File: config.mk
export PLATFORM = sky130hd
export DESIGN_NAME = vdp_host_subsystem
export DESIGN_NICKNAME = d
export VERILOG_FILES = /design/src/hw/vdp_pkg.sv /design/src/hw/vdp_host_subsystem.sv /design/src/hw/vdp_register_file.sv /design/src/hw/vdp_copper.sv /design/src/hw/vdp_host_interface.sv
export VERILOG_INCLUDE_DIRS = /design/src /design/src/hw
export SDC_FILE = /design/constraint.sdc
export NUM_CORES = 2
export LEC_CHECK = 0
export ABC_AREA = 1
export BUFFER_PORTS_ARGS = -buffer_cell sky130_fd_sc_hd__buf_2
export CAP_MARGIN = 30
export CORE_MARGIN = 2
export CORE_UTILIZATION = 45
export CTS_BUF_LIST = sky130_fd_sc_hd__clkbuf_8
export CTS_CLUSTER_SIZE = 25
export DETAILED_ROUTE_END_ITERATION = 10
export GPL_TIMING_DRIVEN = 0
export PLACE_DENSITY = 0.7
export SYNTH_ARGS = -nofsm -noshare
export SYNTH_HDL_FRONTEND = slang
export SYNTH_SLANG_ARGS = --single-unit
File: constraint.sdc
create_clock -name clk -period 2.77 [get_ports clk]
set_input_delay 0.277 -clock clk [delete_from_list [all_inputs] [get_ports clk]]
set_output_delay 0.277 -clock clk [all_outputs]
set_load 0.05 [all_outputs]
File: src/hw/vdp_defs.svh
/*
 * Size and opcode macros for the VDP register front end.
 * Included by the package, the RTL and the testbench that builds copper programs.
 */

`ifndef VDP_DEFS_SVH
`define VDP_DEFS_SVH

// register file geometry
`define VDP_REG_COUNT      32
`define VDP_DATA_WIDTH     16

// copper program RAM and raster counter
`define VDP_COP_RAM_DEPTH  64
`define VDP_RASTER_WIDTH   9

// copper opcodes, two bits in each program word
`define VDP_COP_OP_WRITE   2'd0
`define VDP_COP_OP_WAIT    2'd1
`define VDP_COP_OP_STOP    2'd2

`endif
File: src/hw/vdp_pkg.sv
/*
 * Shared types of the VDP register front end: width typedefs, the copper
 * program word, the register-file write and the copper state encoding.
 */

`include "vdp_defs.svh"

package vdp_pkg;

    typedef logic [$clog2(`VDP_REG_COUNT)-1:0]     reg_addr_t;
    typedef logic [`VDP_DATA_WIDTH-1:0]            reg_data_t;
    typedef logic [`VDP_RASTER_WIDTH-1:0]          raster_line_t;
    typedef logic [$clog2(`VDP_COP_RAM_DEPTH)-1:0] cop_pc_t;
    typedef logic [1:0]                            cop_op_t;

    // one copper program word
    // for a wait, the low raster bits of data hold the target line
    typedef struct packed {
        cop_op_t   op;
        reg_addr_t address;
        reg_data_t data;
    } cop_command_t;

    // single write into the register file
    typedef struct packed {
        logic      en;
        reg_addr_t address;
        reg_data_t data;
    } reg_write_t;

    typedef enum logic [1:0] {
        cop_idle,
        cop_fetch,
        cop_exec,
        cop_wait_line
    } cop_state_t;

endpackage

File: src/hw/vdp_host_subsystem.sv
/*
 * Top of the VDP register front end. Connects the host interface, the
 * copper and the register file. The CPU bus, the copper load port and the
 * frame timing inputs come straight from the outside.
 */

`timescale 1ns/1ps

module vdp_host_subsystem (
    input  logic                    clk,
    input  logic                    reset,

    // CPU bus
    input  vdp_pkg::reg_addr_t      host_address,
    input  logic                    host_write_en,
    input  vdp_pkg::reg_data_t      host_write_data,
    input  logic                    host_read_en,
    output logic                    host_ready,
    output vdp_pkg::reg_data_t      host_read_data,

    // copper program load
    input  logic                    cop_ram_write_en,
    input  vdp_pkg::cop_pc_t        cop_ram_address,
    input  vdp_pkg::cop_command_t   cop_ram_data,

    // frame timing
    input  logic                    frame_start,
    input  vdp_pkg::raster_line_t   raster_line,
    output logic                    cop_busy
);
    import vdp_pkg::*;

    logic       cop_write_en;
    reg_addr_t  cop_write_address;
    reg_data_t  cop_write_data;
    reg_write_t reg_write;
    reg_addr_t  read_address;
    reg_data_t  read_data;

    vdp_host_interface host_interface0 (
        .clk               (clk),
        .reset             (reset),
        .host_address      (host_address),
        .host_write_en     (host_write_en),
        .host_write_data   (host_write_data),
        .host_read_en      (host_read_en),
        .cop_write_en      (cop_write_en),
        .cop_write_address (cop_write_address),
        .cop_write_data    (cop_write_data),
        .reg_write         (reg_write),
        .read_address      (read_address),
        .ready             (host_ready)
    );

    vdp_copper copper0 (
        .clk           (clk),
        .reset         (reset),
        .ram_write_en  (cop_ram_write_en),
        .ram_address   (cop_ram_address),
        .ram_data      (cop_ram_data),
        .frame_start   (frame_start),
        .raster_line   (raster_line),
        .write_en      (cop_write_en),
        .write_address (cop_write_address),
        .write_data    (cop_write_data),
        .busy          (cop_busy)
    );

    vdp_register_file register_file0 (
        .clk          (clk),
        .reset        (reset),
        .reg_write    (reg_write),
        .read_address (read_address),
        .read_data    (read_data)
    );

    assign host_read_data = read_data;

endmodule

File: src/hw/vdp_register_file.sv
/*
 * VDP register storage. One write port fed by the host interface and a
 * combinational read port addressed by the registered host read address.
 */

`timescale 1ns/1ps

`include "vdp_defs.svh"

module vdp_register_file (
    input  logic                  clk,
    input  logic                  reset,

    input  vdp_pkg::reg_write_t   reg_write,
    input  vdp_pkg::reg_addr_t    read_address,
    output vdp_pkg::reg_data_t    read_data
);
    import vdp_pkg::*;

    reg_data_t registers [`VDP_REG_COUNT];

    // all registers read as zero after reset
    always_ff @(posedge clk) begin
        if (reset) begin
            for (int i = 0; i < `VDP_REG_COUNT; i++) begin
                registers[i] <= '0;
            end
        end else if (reg_write.en) begin
            registers[reg_write.address] <= reg_write.data;
        end
    end

    // no read latency, data follows read_address directly
    assign read_data = registers[read_address];

endmodule

File: src/hw/vdp_copper.sv
/*
 * Display copper. Holds a small program RAM loaded through its own port and
 * runs the program once per frame_start, issuing register writes and
 * stalling on raster waits. busy stays high until the last strobe is out.
 */

`timescale 1ns/1ps

`include "vdp_defs.svh"

module vdp_copper (
    input  logic                    clk,
    input  logic                    reset,

    // program load port
    input  logic                    ram_write_en,
    input  vdp_pkg::cop_pc_t        ram_address,
    input  vdp_pkg::cop_command_t   ram_data,

    // frame timing
    input  logic                    frame_start,
    input  vdp_pkg::raster_line_t   raster_line,

    // register write strobes toward the host interface
    output logic                    write_en,
    output vdp_pkg::reg_addr_t      write_address,
    output vdp_pkg::reg_data_t      write_data,
    output logic                    busy
);
    import vdp_pkg::*;

    localparam cop_pc_t last_pc = cop_pc_t'(`VDP_COP_RAM_DEPTH - 1);

    cop_command_t program_ram [`VDP_COP_RAM_DEPTH];
    cop_command_t command;
    cop_state_t   state;
    cop_pc_t      pc;
    raster_line_t wait_target;
    logic         at_last;

    always_ff @(posedge clk) begin
        if (ram_write_en) begin
            program_ram[ram_address] <= ram_data;
        end
    end

    // synchronous read, only refreshed in fetch so the word holds during a wait
    always_ff @(posedge clk) begin
        if (state == cop_fetch) begin
            command <= program_ram[pc];
        end
    end

    assign wait_target = command.data[`VDP_RASTER_WIDTH-1:0];
    assign at_last     = (pc == last_pc);

    always_ff @(posedge clk) begin
        if (reset) begin
            state    <= cop_idle;
            pc       <= '0;
            write_en <= 1'b0;
        end else begin
            write_en <= 1'b0;

            if (frame_start) begin
                // restart from the top, even mid program
                state <= cop_fetch;
                pc    <= '0;
            end else begin
                case (state)
                    cop_idle: begin
                        state <= cop_idle;
                    end

                    cop_fetch: begin
                        state <= cop_exec;
                    end

                    cop_exec: begin
                        case (command.op)
                            `VDP_COP_OP_WRITE: begin
                                write_en <= 1'b1;
                                pc       <= pc + 1'b1;
                                state    <= at_last ? cop_idle : cop_fetch;
                            end
                            `VDP_COP_OP_WAIT: begin
                                state <= cop_wait_line;
                            end
                            // stop, and the unused opcode ends the program too
                            default: begin
                                state <= cop_idle;
                            end
                        endcase
                    end

                    cop_wait_line: begin
                        if (raster_line >= wait_target) begin
                            pc    <= pc + 1'b1;
                            state <= at_last ? cop_idle : cop_fetch;
                        end
                    end

                    default: begin
                        state <= cop_idle;
                    end
                endcase
            end
        end
    end

    always_ff @(posedge clk) begin
        if (state == cop_exec && command.op == `VDP_COP_OP_WRITE) begin
            write_address <= command.address;
            write_data    <= command.data;
        end
    end

    // held through the final strobe so a falling busy means all writes issued
    assign busy = (state != cop_idle) || write_en;

endmodule

File: src/hw/vdp_host_interface.sv
/*
 * Host bus front end. Registers the CPU strobes, turns a rising write strobe
 * into one register write, merges in copper writes with the CPU taking
 * priority, and returns a one-cycle ready pulse per registered strobe.
 */

`timescale 1ns/1ps

module vdp_host_interface (
    input  logic                  clk,
    input  logic                  reset,

    // CPU side
    input  vdp_pkg::reg_addr_t    host_address,
    input  logic                  host_write_en,
    input  vdp_pkg::reg_data_t    host_write_data,
    input  logic                  host_read_en,

    // copper side, plain one-cycle strobes
    input  logic                  cop_write_en,
    input  vdp_pkg::reg_addr_t    cop_write_address,
    input  vdp_pkg::reg_data_t    cop_write_data,

    // register file side
    output vdp_pkg::reg_write_t   reg_write,
    output vdp_pkg::reg_addr_t    read_address,
    output logic                  ready
);
    import vdp_pkg::*;

    logic      host_write_en_r;
    logic      host_read_en_r;
    reg_addr_t host_address_r;

    logic      host_write_rise;
    logic      write_en_q;
    reg_addr_t write_address_q;
    reg_data_t write_data_q;

    // only the first cycle of a held write strobe counts
    assign host_write_rise = host_write_en && !host_write_en_r;

    always_ff @(posedge clk) begin
        if (reset) begin
            host_write_en_r <= 1'b0;
            host_read_en_r  <= 1'b0;
        end else begin
            host_write_en_r <= host_write_en;
            host_read_en_r  <= host_read_en;
        end
    end

    always_ff @(posedge clk) begin
        host_address_r <= host_address;
    end

    // one wait cycle from the registered strobes, nothing more
    always_ff @(posedge clk) begin
        if (reset) begin
            ready <= 1'b0;
        end else begin
            ready <= host_write_en_r || host_read_en_r;
        end
    end

    // reads are never blocked by writes
    always_ff @(posedge clk) begin
        read_address <= host_address_r;
    end

    always_ff @(posedge clk) begin
        if (reset) begin
            write_en_q <= 1'b0;
        end else begin
            write_en_q <= host_write_rise || cop_write_en;
        end
    end

    // cpu wins a same-cycle conflict, the copper write is dropped
    always_ff @(posedge clk) begin
        if (host_write_rise) begin
            write_address_q <= host_address;
            write_data_q    <= host_write_data;
        end else if (cop_write_en) begin
            write_address_q <= cop_write_address;
            write_data_q    <= cop_write_data;
        end
    end

    assign reg_write = '{
        en:      write_en_q,
        address: write_address_q,
        data:    write_data_q
    };

endmodule

==> results.cfg <==
[outcome]
status = complete, but fails checks
violations = setup timing

[logic_synthesis]
yosysWarnings = 0
synth_cells = 8206
synth_area_per_cell_um2 = 10.7
synth_top_area_share_pct = 69.9
synth_fp_nets = 8281
ys_ff_latch = 2072
yosysUniqueCellTypes = 35
synth_area_leaders = edfxtp_1 (70%), nand2_1 (9.9%), nand3_1 (5.8%)
synth_area_leader_cell = edfxtp_1
syn_area_um2 = 88000
yosysSeqAreaShare_pct = 70.4

[power]
p_leak_nw = 40.1
power_switching_mw = 14.7
powerDensity_nw_per_um2 = 615
clkPwrFrac_pct = 39.2
seq_power_share_pct = 55.9
comb_power_share_pct = 4.9
swShare_pct = 23.4
max-vdd-ir-drop_uv = 488
intPower_mw = 48.0

[grt]
antenna_found_initial = 9
grt_pass1_wl_mm = 410
grt_pass1_vias = 61000
gr-total-overflow = 0
grt_usage_pct = 28.6
grt_max_degree = 65

[timing]
hold_violations = 0
worst_clock_skew_ps = 101
fin_crit_sh_pct = 120
setup_viol = 33
fin_ws_ps = -556
hold_ws_ps = 41.7
post-route-min-period_ps = 3330
fin_setup_tns_ps = -8460
tightest_slew_ps = 1030
max_freq_mhz = 301
rsz0062_at_grt = yes
timing.slew.headroom_pct = 30.8
final_max_slew_viol_count = 0

[critical_path]
timing.critical_path.slowest_stage_cell = dfxtp_4
worstPathBufferInverterCount = 4
endpoint_kind = output pin
crit_required_ps = 2490
critPathLaunchType = register
cp_max_fo = 10
crit_family = buffers and inverters
worstSetupPathType = reg -> out
worstPathArrival_ps = 3050
crit_chain = inv_4, buf_8, buf_8, nand2_1, nand3_1, nand3_1, a21oi_1, nor2_1, a21oi_2, buf_6
cp_slowest_stage_delay_ps = 420

[routing]
drc = 0
detail_route.first_pass.iterations = 7
wirelength_mm = 290
drtAntennaViolNets = 0
wl_per_cell_um = 25.1
vias_per_cell = 5.62
drtIter0Drc = 9300
vias = 64900

[final_layout]
drive_gt1_share_pct = 14.5
areaGrowthSynthToFinish_pct = 15.8
final_design_area_no_fill_um2 = 102000
nets = 8838

[cts]
cts_buffers = 346
clock_latency_ps = 1080
cts_num_sinks = 2072
clockBufferDepth = 4
htree_levels = 5
cts.clk_slew.worst_paths_ps = 60
root_buffer = clkbuf_8
cts_tree = done

[job]
cap_violations = 0

[floorplanning]
initial_core_util_pct = 45.2
ios = 83
coreArea_um2 = 195000
fp.dieW_um = 446
die-area_um2 = 199000
die_height_um = 446
num_rows = 162

[placed_design]
placed_area_um2 = 93300
port-buffer-count = 81
place_hpwl_mm = 197
routabilityCongestion = 1.00

[worst_hold_path]
hold_path.class = in -> reg
## state kept, by name, summed over array words and instances, names as in the netlist, 5 cells and up, named ones only
signal and flops:
copper0.write_address 5, host_interface0.write_address_q 5, copper0.write_data 16, copper0.command 23, copper0.pc 6, register_file0.registers 512
host_interface0.host_address_r 5, host_interface0.write_data_q 16, copper0.program_ram 1472
## metal layers
metal | track usage (%) | part of all wire (%)
met1 | 36.2 | 36
met5 | 0 | 0.024
met3 | 7.36 | 12
met2 | 44.5 | 45
met4 | 16.5 | 6.5
## final timing paths
| kind | startpoint | end | slack [ps] | cells after the start |
|---|---|---|---|---|
| worst max-delay path | register | host_read_data[0] | -560 | 10 |
| worst min-delay path | host_address[4] | host_interface0.host_address_r[4]$_DFF_P_ | 40 | 2 |
| worst max register to register | copper0.pc[4]$_SDFFE_PP0P_ | copper0.command[20]$_DFFE_PN_ | -130 | 8 |
| worst min register to register | host_interface0.host_address_r[0]$_DFF_P_ | register | 290 | 0 |
## final cells by class
| type | count | area (um2) |
|---|---|---|
| Timing Repair Buffer | 210 | 2550 |
| Sequential cell | 2072 | 62000 |
| Tap cell | 2542 | 3180 |
| Antenna cell | 4 | 10.0 |
| Inverter | 587 | 2210 |
| Buffer | 498 | 3090 |
| Clock inverter | 238 | 1070 |
| Clock buffer | 359 | 4940 |
| Multi-Input combinational cell | 5048 | 22900 |
| Fill cell | 16700 | 92600 |
## cells by family after synthesis
family                   share of synthesized area (%)
multiplexers                                     0.269
buffers and inverters                             5.34
flip-flops                                        70.4
AND/OR/NAND/NOR                                   21.3
AO/OA/AOI/OAI                                     2.55
adder cells (fa/ha/maj)                          0.142
XOR/XNOR                                        0.0398
## repair_timing
action                                   CTS  global route
cloned                                     2             2
hold endpoints to repair                1452             0
resized for setup                        355           222
hold buffers                              59             0
endpoints found under the setup margin   207           201
pin swaps                                 23            56
buffers inserted                           5             2
## synthesized netlist by cell type
library cell     n
inv_1          580
nand3_1       1028
nor2_1        1149
mux2_2          21
nor2_4           1
nand4_1          8
buf_4           32
o22ai_1          3
a21o_1           1
nand2_4          1
clkinv_1         2
nor3_4           3
nor3_2           7
o31ai_1         16
o211ai_1         5
edfxtp_1      2049
o21ai_0        240
or2_2           18
buf_6           24
ha_1            10
clkbuf_1       154
xor2_1           4
inv_2            5
a31oi_1          1
nor3_1           1
dfxtp_1         23
a21oi_1        145
nor2_2           2
buf_2          238
buf_12           1
nand2_1       2326
buf_8            1
buf_1           49
nand2_2         32
o21ai_1         26
## power groups by stage
stage               combinational [mW]  clock, mW  sequential (mW)
CTS                               2.90       24.5             35.1
floorplan                         1.21          0             35.7
detailed placement                2.60          0             35.7
finish                            3.08       24.6             35.1
global placement                  2.42          0             35.7
global route                      3.21       25.9             35.1
## placed cells by master (no fill, tap or decap), drive strengths merged, types with 5 or more instances in the layout
master	netlist	final
nand3	1028	1028
o211ai	5	5
dfxtp	23	23
buf	345	467
o21ai	266	266
edfxtp	2049	2049
ha	10	10
nor3	11	11
nand2	2359	2359
clkbuf	154	539
clkinvlp	0	7
a21oi	145	145
clkinv	2	107
dlygate4sd3	0	59
mux2	21	21
o31ai	16	16
nor2	1152	1152
nand4	8	8
or2	18	18
inv	585	707
## per-stage QoR
stage	utilization, %	std cells	setup slack (ps)	total power, mW
finish	52.4	11600	-556	62.7
floorplan	-	8206	543	36.9
global placement	47.1	10800	-1090	38.1
CTS	52.0	11600	-542	62.5
global route	52.4	11600	-550	64.2
detailed placement	48.0	10900	-463	38.3
Note: power is estimated with default switching activity, not from simulation.
